File: src/vtxCsr_cfg.svh
`ifndef VTX_CSR_CFG_SVH
`define VTX_CSR_CFG_SVH

// block select on address bits 15..12
`define VTX_BLOCK_ID		4'h4

// bus and field widths
`define VTX_APB_ADDR_W		16
`define VTX_APB_DATA_W		32
`define VTX_REG_OFS_W		12
`define VTX_DMA_ADDR_W		19
`define VTX_COLOR_W			16
`define VTX_XCOORD_W		12
`define VTX_YCOORD_W		12
`define VTX_MAP_SIZE_W		8
`define VTX_FRAME_TIMING_W	7

// rectangle bank, stride of five words per rectangle
`define VTX_NUM_SQUARES		5
`define VTX_SQ_FIELDS		5
`define VTX_SQ_COLOR		3'd0
`define VTX_SQ_LEFT			3'd1
`define VTX_SQ_RIGHT		3'd2
`define VTX_SQ_TOP			3'd3
`define VTX_SQ_BOTTOM		3'd4

// reset values
`define VTX_MAP_X_RST		8'd30		// 480 px / 16 px tiles
`define VTX_MAP_Y_RST		8'd17		// 272 px / 16 px tiles
`define VTX_DMA_END_RST		19'h7FFFF
`define VTX_SC_CTRL_RST		3'b100		// fader held in local reset

// register offsets inside the block
`define VTX_OFS_DMA_EN		12'h004
`define VTX_OFS_DMA_CYC		12'h008
`define VTX_OFS_DMA_START	12'h00C
`define VTX_OFS_DMA_END		12'h010
`define VTX_OFS_DMA_STEP	12'h014
`define VTX_OFS_MAP			12'h100
`define VTX_OFS_SQ_BASE		12'h200
`define VTX_OFS_SC_COLOR	12'h300
`define VTX_OFS_SC_TIMING	12'h301
`define VTX_OFS_SC_CTRL		12'h302
`define VTX_OFS_SC_STAT		12'h303

`endif

File: src/vtxCsrPkg.sv
`include "vtxCsr_cfg.svh"

package vtxCsrPkg;

	//--------------------------------------------------------------------------
	// bus side
	//--------------------------------------------------------------------------
	typedef logic [`VTX_APB_ADDR_W-1:0]		apbAddrT;
	typedef logic [`VTX_APB_DATA_W-1:0]		apbDataT;
	typedef logic [`VTX_REG_OFS_W-1:0]		regOffsetT;	// low address bits

	//--------------------------------------------------------------------------
	// register fields
	//--------------------------------------------------------------------------
	typedef logic [`VTX_DMA_ADDR_W-1:0]		dmaAddrT;		// word address
	typedef logic [`VTX_COLOR_W-1:0]		colorT;
	typedef logic signed [`VTX_XCOORD_W-1:0]	xCoordT;	// may go off screen left
	typedef logic signed [`VTX_YCOORD_W-1:0]	yCoordT;
	typedef logic [`VTX_MAP_SIZE_W-1:0]		mapSizeT;		// in tiles
	typedef logic [`VTX_FRAME_TIMING_W-1:0]	frameTimingT;

	// slave phase, one wait state per transfer
	typedef enum logic [1:0]
	{
		apbIdle,
		apbWait,
		apbAck
	} apbPhaseT;

endpackage

File: src/vtxApbPort.sv
`timescale 1ns/1ns
`include "vtxCsr_cfg.svh"

module vtxApbPort
(
	input  logic					iSCLK,
	input  logic					iSRST,
	// apb slave
	input  logic					apbSel,
	input  logic					apbEnable,
	input  logic					apbWrite,
	input  vtxCsrPkg::apbAddrT		apbAddr,
	input  vtxCsrPkg::apbDataT		apbWdata,
	output vtxCsrPkg::apbDataT		apbRdata,
	output logic					apbReady,
	output logic					apbSlvErr,
	// shared lines to the register groups
	output vtxCsrPkg::regOffsetT	regOffset,
	output vtxCsrPkg::apbDataT		regWdata,
	output logic					regWrite,
	output logic					regIsWrite,
	input  logic					anyHit,
	input  vtxCsrPkg::apbDataT		mergedRdata
);

import vtxCsrPkg::*;

apbPhaseT	phase;
logic		blockHit;
logic		accessErr;
logic		sample;

assign blockHit  = (apbAddr[`VTX_APB_ADDR_W-1:`VTX_REG_OFS_W] == `VTX_BLOCK_ID);
assign accessErr = ~(blockHit & anyHit);		// wrong block or nobody claims it
assign sample    = (phase == apbWait) & apbSel & apbEnable;

//--------------------------------------------------------------------------
// phase machine
//--------------------------------------------------------------------------
always_ff @(posedge iSCLK)
begin
	if (iSRST)
	begin
		phase     <= apbIdle;
		apbSlvErr <= 1'b0;
	end
	else
	begin
		case (phase)
			apbIdle:
			begin
				if (apbSel)
					phase <= apbWait;		// setup cycle seen
			end
			apbWait:
			begin
				if (sample)
				begin
					phase     <= apbAck;
					apbSlvErr <= accessErr;
				end
				else if (!apbSel)
					phase <= apbIdle;		// master dropped the transfer
			end
			default:
			begin
				phase     <= apbIdle;
				apbSlvErr <= 1'b0;
			end
		endcase
	end
end

// read data captured at the sample cycle
always_ff @(posedge iSCLK)
begin
	if (iSRST)
		apbRdata <= '0;
	else if (sample)
		apbRdata <= accessErr ? '0 : mergedRdata;
end

assign apbReady = (phase == apbAck);

//--------------------------------------------------------------------------
// group side
//--------------------------------------------------------------------------
assign regOffset  = apbAddr[`VTX_REG_OFS_W-1:0];
assign regWdata   = apbWdata;
assign regIsWrite = apbWrite;
assign regWrite   = apbReady & apbWrite & ~apbSlvErr;	// one cycle, ack phase only

endmodule

File: src/vtxDmaRegs.sv
`timescale 1ns/1ns
`include "vtxCsr_cfg.svh"

module vtxDmaRegs
(
	input  logic					iSCLK,
	input  logic					iSRST,
	input  vtxCsrPkg::regOffsetT	regOffset,
	input  vtxCsrPkg::apbDataT		regWdata,
	input  logic					regWrite,
	input  logic					regIsWrite,
	output vtxCsrPkg::apbDataT		groupRdata,
	output logic					groupHit,
	// dma engine
	input  logic					dmaDone,
	output logic					dmaEnable,
	output logic					dmaCycleEnable,
	output vtxCsrPkg::dmaAddrT		dmaAddrStart,
	output vtxCsrPkg::dmaAddrT		dmaAddrEnd,
	output vtxCsrPkg::dmaAddrT		dmaAddrStep
);

import vtxCsrPkg::*;

logic	selEn;
logic	selCyc;
logic	selStart;
logic	selEnd;
logic	selStep;

assign selEn    = (regOffset == `VTX_OFS_DMA_EN);
assign selCyc   = (regOffset == `VTX_OFS_DMA_CYC);
assign selStart = (regOffset == `VTX_OFS_DMA_START);
assign selEnd   = (regOffset == `VTX_OFS_DMA_END);
assign selStep  = (regOffset == `VTX_OFS_DMA_STEP);
assign groupHit = selEn | selCyc | selStart | selEnd | selStep;

always_ff @(posedge iSCLK)
begin
	if (iSRST)
	begin
		dmaEnable      <= 1'b0;
		dmaCycleEnable <= 1'b0;
		dmaAddrStart   <= '0;
		dmaAddrEnd     <= `VTX_DMA_END_RST;
		dmaAddrStep    <= '0;
	end
	else
	begin
		// end of frame reloads enable, auto-cycle keeps it running
		if (dmaDone)
			dmaEnable <= dmaCycleEnable;
		else if (regWrite & selEn)
			dmaEnable <= regWdata[0];
		if (regWrite & selCyc)
			dmaCycleEnable <= regWdata[0];
		if (regWrite & selStart)
			dmaAddrStart <= regWdata[`VTX_DMA_ADDR_W-1:0];
		if (regWrite & selEnd)
			dmaAddrEnd <= regWdata[`VTX_DMA_ADDR_W-1:0];
		if (regWrite & selStep)
			dmaAddrStep <= regWdata[`VTX_DMA_ADDR_W-1:0];
	end
end

// readback, zero-extended
always_comb
begin
	groupRdata = '0;
	if (!regIsWrite)
	begin
		case (regOffset)
			`VTX_OFS_DMA_EN:	groupRdata = apbDataT'(dmaEnable);
			`VTX_OFS_DMA_CYC:	groupRdata = apbDataT'(dmaCycleEnable);
			`VTX_OFS_DMA_START:	groupRdata = apbDataT'(dmaAddrStart);
			`VTX_OFS_DMA_END:	groupRdata = apbDataT'(dmaAddrEnd);
			`VTX_OFS_DMA_STEP:	groupRdata = apbDataT'(dmaAddrStep);
			default:			groupRdata = '0;
		endcase
	end
end

endmodule

File: src/vtxSquareRegs.sv
`timescale 1ns/1ns
`include "vtxCsr_cfg.svh"

module vtxSquareRegs
(
	input  logic					iSCLK,
	input  logic					iSRST,
	input  vtxCsrPkg::regOffsetT	regOffset,
	input  vtxCsrPkg::apbDataT		regWdata,
	input  logic					regWrite,
	input  logic					regIsWrite,
	output vtxCsrPkg::apbDataT		groupRdata,
	output logic					groupHit,
	// map info
	output vtxCsrPkg::mapSizeT		mapXSize,
	output vtxCsrPkg::mapSizeT		mapYSize,
	// rectangle drawer
	output vtxCsrPkg::colorT		squareColor [`VTX_NUM_SQUARES],
	output vtxCsrPkg::xCoordT		squareLeft [`VTX_NUM_SQUARES],
	output vtxCsrPkg::xCoordT		squareRight [`VTX_NUM_SQUARES],
	output vtxCsrPkg::yCoordT		squareTop [`VTX_NUM_SQUARES],
	output vtxCsrPkg::yCoordT		squareBottom [`VTX_NUM_SQUARES]
);

import vtxCsrPkg::*;

localparam int idxW = $clog2(`VTX_NUM_SQUARES);

logic				mapSel;
regOffsetT			sqRel;
logic				sqHit;
logic [idxW-1:0]	sqIdx;
logic [2:0]			sqField;

assign mapSel   = (regOffset == `VTX_OFS_MAP);
assign sqRel    = regOffset - `VTX_OFS_SQ_BASE;		// wraps high below the base
assign groupHit = mapSel | sqHit;

//--------------------------------------------------------------------------
// offset split, rectangle n field f at base + 5n + f
//--------------------------------------------------------------------------
always_comb
begin
	sqHit   = 1'b0;
	sqIdx   = '0;
	sqField = '0;
	for (int n = 0; n < `VTX_NUM_SQUARES; n++)
	begin
		if (sqRel >= regOffsetT'(n * `VTX_SQ_FIELDS) &&
			sqRel < regOffsetT'((n + 1) * `VTX_SQ_FIELDS))
		begin
			sqHit   = 1'b1;
			sqIdx   = idxW'(n);
			sqField = 3'(sqRel - regOffsetT'(n * `VTX_SQ_FIELDS));
		end
	end
end

always_ff @(posedge iSCLK)
begin
	if (iSRST)
	begin
		mapXSize <= `VTX_MAP_X_RST;
		mapYSize <= `VTX_MAP_Y_RST;
		for (int n = 0; n < `VTX_NUM_SQUARES; n++)
		begin
			squareColor[n]  <= '0;
			squareLeft[n]   <= '0;
			squareRight[n]  <= '0;
			squareTop[n]    <= '0;
			squareBottom[n] <= '0;
		end
	end
	else
	begin
		if (regWrite & mapSel)
			{mapXSize, mapYSize} <= regWdata[2*`VTX_MAP_SIZE_W-1:0];	// x high, y low
		if (regWrite & sqHit)
		begin
			case (sqField)
				`VTX_SQ_COLOR:	squareColor[sqIdx]  <= regWdata[`VTX_COLOR_W-1:0];
				`VTX_SQ_LEFT:	squareLeft[sqIdx]   <= regWdata[`VTX_XCOORD_W-1:0];
				`VTX_SQ_RIGHT:	squareRight[sqIdx]  <= regWdata[`VTX_XCOORD_W-1:0];
				`VTX_SQ_TOP:	squareTop[sqIdx]    <= regWdata[`VTX_YCOORD_W-1:0];
				`VTX_SQ_BOTTOM:	squareBottom[sqIdx] <= regWdata[`VTX_YCOORD_W-1:0];
			endcase
		end
	end
end

// coordinates come back as raw 12 bit fields, no sign extension
always_comb
begin
	groupRdata = '0;
	if (!regIsWrite)
	begin
		if (mapSel)
			groupRdata = apbDataT'({mapXSize, mapYSize});
		else if (sqHit)
		begin
			case (sqField)
				`VTX_SQ_COLOR:	groupRdata = apbDataT'(squareColor[sqIdx]);
				`VTX_SQ_LEFT:	groupRdata = apbDataT'($unsigned(squareLeft[sqIdx]));
				`VTX_SQ_RIGHT:	groupRdata = apbDataT'($unsigned(squareRight[sqIdx]));
				`VTX_SQ_TOP:	groupRdata = apbDataT'($unsigned(squareTop[sqIdx]));
				`VTX_SQ_BOTTOM:	groupRdata = apbDataT'($unsigned(squareBottom[sqIdx]));
				default:		groupRdata = '0;
			endcase
		end
	end
end

endmodule

File: src/vtxSceneRegs.sv
`timescale 1ns/1ns
`include "vtxCsr_cfg.svh"

module vtxSceneRegs
(
	input  logic					iSCLK,
	input  logic					iSRST,
	input  vtxCsrPkg::regOffsetT	regOffset,
	input  vtxCsrPkg::apbDataT		regWdata,
	input  logic					regWrite,
	input  logic					regIsWrite,
	output vtxCsrPkg::apbDataT		groupRdata,
	output logic					groupHit,
	// scene fader
	output vtxCsrPkg::colorT		sceneColor,
	output vtxCsrPkg::frameTimingT	sceneFrameTiming,
	output logic					sceneAddEn,
	output logic					sceneSubEn,
	output logic					sceneFrameRst,
	input  logic					sceneAlphaMax,
	input  logic					sceneAlphaMin
);

import vtxCsrPkg::*;

logic	selColor;
logic	selTiming;
logic	selCtrl;
logic	selStat;

assign selColor  = (regOffset == `VTX_OFS_SC_COLOR);
assign selTiming = (regOffset == `VTX_OFS_SC_TIMING);
assign selCtrl   = (regOffset == `VTX_OFS_SC_CTRL);
assign selStat   = (regOffset == `VTX_OFS_SC_STAT);
assign groupHit  = selColor | selTiming | selCtrl | (selStat & ~regIsWrite);	// status is read only

always_ff @(posedge iSCLK)
begin
	if (iSRST)
	begin
		sceneColor       <= '0;
		sceneFrameTiming <= '0;
		{sceneFrameRst, sceneSubEn, sceneAddEn} <= `VTX_SC_CTRL_RST;
	end
	else
	begin
		if (regWrite & selColor)
			sceneColor <= regWdata[`VTX_COLOR_W-1:0];
		if (regWrite & selTiming)
			sceneFrameTiming <= regWdata[`VTX_FRAME_TIMING_W-1:0];
		if (regWrite & selCtrl)
			{sceneFrameRst, sceneSubEn, sceneAddEn} <= regWdata[2:0];
	end
end

// alpha flags pass straight through, sampled by the port
always_comb
begin
	groupRdata = '0;
	if (!regIsWrite)
	begin
		case (1'b1)
			selColor:	groupRdata = apbDataT'(sceneColor);
			selTiming:	groupRdata = apbDataT'(sceneFrameTiming);
			selCtrl:	groupRdata = apbDataT'({sceneFrameRst, sceneSubEn, sceneAddEn});
			selStat:	groupRdata = apbDataT'({sceneAlphaMax, sceneAlphaMin});
			default:	groupRdata = '0;
		endcase
	end
end

endmodule

File: src/vtxCsrTop.sv
`timescale 1ns/1ns
`include "vtxCsr_cfg.svh"

module vtxCsrTop
(
	input  logic					iSCLK,
	input  logic					iSRST,
	// apb slave
	input  logic					apbSel,
	input  logic					apbEnable,
	input  logic					apbWrite,
	input  vtxCsrPkg::apbAddrT		apbAddr,
	input  vtxCsrPkg::apbDataT		apbWdata,
	output vtxCsrPkg::apbDataT		apbRdata,
	output logic					apbReady,
	output logic					apbSlvErr,
	// dma
	input  logic					dmaDone,
	output logic					dmaEnable,
	output logic					dmaCycleEnable,
	output vtxCsrPkg::dmaAddrT		dmaAddrStart,
	output vtxCsrPkg::dmaAddrT		dmaAddrEnd,
	output vtxCsrPkg::dmaAddrT		dmaAddrStep,
	// map and rectangles
	output vtxCsrPkg::mapSizeT		mapXSize,
	output vtxCsrPkg::mapSizeT		mapYSize,
	output vtxCsrPkg::colorT		squareColor [`VTX_NUM_SQUARES],
	output vtxCsrPkg::xCoordT		squareLeft [`VTX_NUM_SQUARES],
	output vtxCsrPkg::xCoordT		squareRight [`VTX_NUM_SQUARES],
	output vtxCsrPkg::yCoordT		squareTop [`VTX_NUM_SQUARES],
	output vtxCsrPkg::yCoordT		squareBottom [`VTX_NUM_SQUARES],
	// scene change
	output vtxCsrPkg::colorT		sceneColor,
	output vtxCsrPkg::frameTimingT	sceneFrameTiming,
	output logic					sceneAddEn,
	output logic					sceneSubEn,
	output logic					sceneFrameRst,
	input  logic					sceneAlphaMax,
	input  logic					sceneAlphaMin
);

import vtxCsrPkg::*;

regOffsetT	regOffset;
apbDataT	regWdata;
logic		regWrite;
logic		regIsWrite;
logic		anyHit;
apbDataT	mergedRdata;
logic		dmaHit;
logic		squareHit;
logic		sceneHit;
apbDataT	dmaRdata;
apbDataT	squareRdata;
apbDataT	sceneRdata;

// groups return zero when not hit, so a plain OR merges them
assign anyHit      = dmaHit | squareHit | sceneHit;
assign mergedRdata = dmaRdata | squareRdata | sceneRdata;

vtxApbPort i_vtxApbPort (.*);

vtxDmaRegs i_vtxDmaRegs (.groupRdata(dmaRdata), .groupHit(dmaHit), .*);

vtxSquareRegs i_vtxSquareRegs (.groupRdata(squareRdata), .groupHit(squareHit), .*);

vtxSceneRegs i_vtxSceneRegs (.groupRdata(sceneRdata), .groupHit(sceneHit), .*);

endmodule

File: config.mk
export PLATFORM = sky130hd
export DESIGN_NAME = vtxCsrTop
export DESIGN_NICKNAME = d
export VERILOG_FILES = /design/src/vtxCsrPkg.sv /design/src/vtxApbPort.sv /design/src/vtxDmaRegs.sv /design/src/vtxSquareRegs.sv /design/src/vtxSceneRegs.sv /design/src/vtxCsrTop.sv
export VERILOG_INCLUDE_DIRS = /design/src
export SDC_FILE = /design/constraint.sdc
export NUM_CORES = 1
export LEC_CHECK = 0
export ABC_AREA = 1
export BUFFER_PORTS_ARGS = -buffer_cell sky130_fd_sc_hd__buf_4
export CORE_UTILIZATION = 55
export DETAILED_ROUTE_END_ITERATION = 7
export GPL_TIMING_DRIVEN = 0
export PLACE_DENSITY = 0.87
export SLEW_MARGIN = 20
export SYNTH_ARGS = -nofsm -noshare
export SYNTH_HDL_FRONTEND = slang
export SYNTH_HIERARCHICAL = 1
export SYNTH_SLANG_ARGS = --single-unit
File: constraint.sdc
create_clock -name iSCLK -period 4.4 [get_ports iSCLK]
set_clock_uncertainty 0.2 [all_clocks]
set_input_delay 0.88 -clock iSCLK [delete_from_list [all_inputs] [get_ports iSCLK]]
set_output_delay 0.88 -clock iSCLK [all_outputs]
set_load 0.005 [all_outputs]
==> results by group <==
Placement
  • DP Area: about 27,000 um2
  • Gpl congestion: around 1.0
  • HPWL Detailed: approximately 77,000 um
  • Port Buffers: between 400 and 500

Critical path
  • CP arrival: 4630 ps
  • Reg2Reg Depth: 12
  • Crit end category: register
  • Crit Path Class: input pin to register
  • Data required, critical path: 4670 ps
  • Critical Path Start Type: input pin
  • Crit-path max FO: 10

Timing
  • Period utilization: 0.993
  • Final setup fails: 0
  • RSZ-0062 raised after global routing: false
  • Fmax: 229 MHz
  • Minimum clock period: 4370 ps
  • Max Slew Vio Count: 0
  • Worst-margin pin slew: roughly 1300 ps
  • Slew HR: 0.129
  • Final hold vios: 0

Clock tree
  • Worst skew pair latency: 610 ps
  • CTS clock-pin slew for the worst setup and hold paths: approximately 60 ps
  • Inserted Clock Buffers: 50
  • Hold Buf Count CTS: 0
  • H-tree levels: 2
  • Post-CTS Setup Bufs: 0
  • CTS root buffer: clkbuf_16
  • TritonCTS clock tree: built
  • Clock tree buffer depth: 3
  • CTS Sinks: 456

Final layout
  • Final Util: 0.714
  • Most common cell after layout, fill and taps aside: nand2_1
  • Fillers: 3,504
  • Area growth, synth to finish: 27.0%
  • Layout Nets: slightly below 4,000
  • Share of cells above drive strength 1: 0.226
  • Most frequent cells in the layout: nand2_1 (637), buf_4 (573), dfxtp_1 (456), a21oi_1 (445), nand3_1 (313)
  • Post-route cell area: 28,600 um2

Logic synthesis
  • Cells after Synth: around 3,300
  • Ys Warns: 6
  • Avg Inst Size Synth: ~6.9 um2
  • Cell Area, Synth: about 23,000 um2

Global routing
  • Largest net degree at the start of global routing: 14
  • Gr usage total: 0.477
  • First-pass GRT wire length: ~150,000 um
  • Antenna violations before repair: 1
  • Total gr overflow: 0
  • Vias in the first global route: approximately 24,000

Pwr
  • Pwr dens: approximately 310 nW/um2
  • Tot Pwr: between 0.008 and 0.009 W
  • P_leak: about 13 nW
  • Worst IR drop on VDD: 0.301 mV

Route
  • DRT Pass-1 Iters: 8
  • DR WL/cell: roughly 24 um
  • Initial drt markers: between 3,000 and 4,000
  • # DRC: 0
  • DRT Wirelength: just over 100,000 um
  • Via density: ~6
  • Post-route ant nets: 0
  • Vias: roughly 27,000

Job
  • # Max-Cap Violations: 0

Min path
  • Hold Path Class: register to register
  • Worst Hold Depth: 2

Floorplanning
  • DIE AREA: approximately 42,000 um2
  • Initial Util: 0.562
  • Rows: between 70 and 80
  • Die width: 204 um
  • Core box area: 40,100 um2
  • Die Y: slightly above 200 um
  • I/O pin count: roughly 500

Run status
  • Run status: finished clean
==> per-stage QoR <==
step	hold slack (ps)	cells	TNS (ps)	setup slack [ps]
after detailed placement	253	4286	-11000	-812
after global placement	246	4286	-10590	-826
after CTS	262	4376	0	40.7
final	265	4379	0	33.0
after global routing	277	4376	0	1.62
after floorplan	250	3295	0	721
==> what timing repair did <==
item,4_1_cts,5_1_grt
endpoints found under the setup margin,10,13
gates resized for setup,6,66
pin swaps,0,0
==> worst paths after layout <==
check                                                   endpoint                            start  slack (ps)
worst max-delay path                    i_vtxApbPort/apbRdata[1]                      apbAddr[10]          30
worst min-delay path             i_vtxSquareRegs/squareColor[63]  i_vtxSquareRegs/squareColor[63]         260
worst max register to register  i_vtxSquareRegs/squareBottom[43]            i_vtxApbPort/phase[1]         130
worst min register to register   i_vtxSquareRegs/squareColor[63]  i_vtxSquareRegs/squareColor[63]         260
==> per-layer routing <==
| layer | GRT usage | vias to the layer above | share of wire |
|---|---|---|---|
| met5 | 0 | - | 0.00015 |
| met4 | 0.330 | 2 | 0.081 |
| met3 | 0.141 | 544 | 0.15 |
| met2 | 0.690 | 2234 | 0.41 |
| met1 | 0.608 | 12100 | 0.36 |
| li1 | - | 11700 | - |
==> area by class of cell <==
cell class | count | area (um2) | area share
Multi-Input combinational cell | 2228 | 10700 | 0.375
Clock buffer | 75 | 1490 | 0.0519
Clock inverter | 15 | 195 | 0.00682
Inverter | 297 | 1120 | 0.0390
Tap cell | 525 | 657 | 0.0230
Buffer | 314 | 1780 | 0.0623
Sequential cell | 456 | 9130 | 0.319
Antenna cell | 3 | 7.51 | 0.000262
Timing Repair Buffer | 466 | 3500 | 0.122
==> worst max-delay path, cell delays in order <==
cell      delay [ps]
buf_4            100
inv_1             70
ha_1             270
nand3_1          120
nor2_4           220
nand4_1          140
buf_4            280
nand2_8          210
nand2_4          160
nand2_2          160
buf_6            200
clkbuf_4         260
nand2_1           80
nand3_1          130
nand3_1           90
nand3_1          110
nand3_1          170
o21ai_1          230
a21oi_1          120
nor2_1           200
nand2_1          190
nand3_1          140
a21oi_1           60
==> where the power goes <==
part | total [W] | internal, W | switching (W)
clock | 0.00435 | 0.00256 | 0.00178
sequential | 0.00413 | 0.00413 | 0.00000140
combinational | 0.000484 | 0.000120 | 0.000364
total | 0.00896 | 0.00681 | 0.00215
==> registers in the layout, summed over array words and instances, names as in the netlist, 2 cells and up <==
register                         cells
i_vtxApbPort/apbRdata               32
i_vtxApbPort/phase                   2
i_vtxDmaRegs/dmaAddrEnd             19
i_vtxDmaRegs/dmaAddrStart           19
i_vtxDmaRegs/dmaAddrStep            19
i_vtxSceneRegs/sceneColor           16
i_vtxSceneRegs/sceneFrameTiming      7
i_vtxSquareRegs/mapXSize             8
i_vtxSquareRegs/mapYSize             8
i_vtxSquareRegs/squareBottom        60
i_vtxSquareRegs/squareColor         80
i_vtxSquareRegs/squareLeft          60
i_vtxSquareRegs/squareRight         60
i_vtxSquareRegs/squareTop           60
Note: power is estimated with default switching activity, not from simulation.
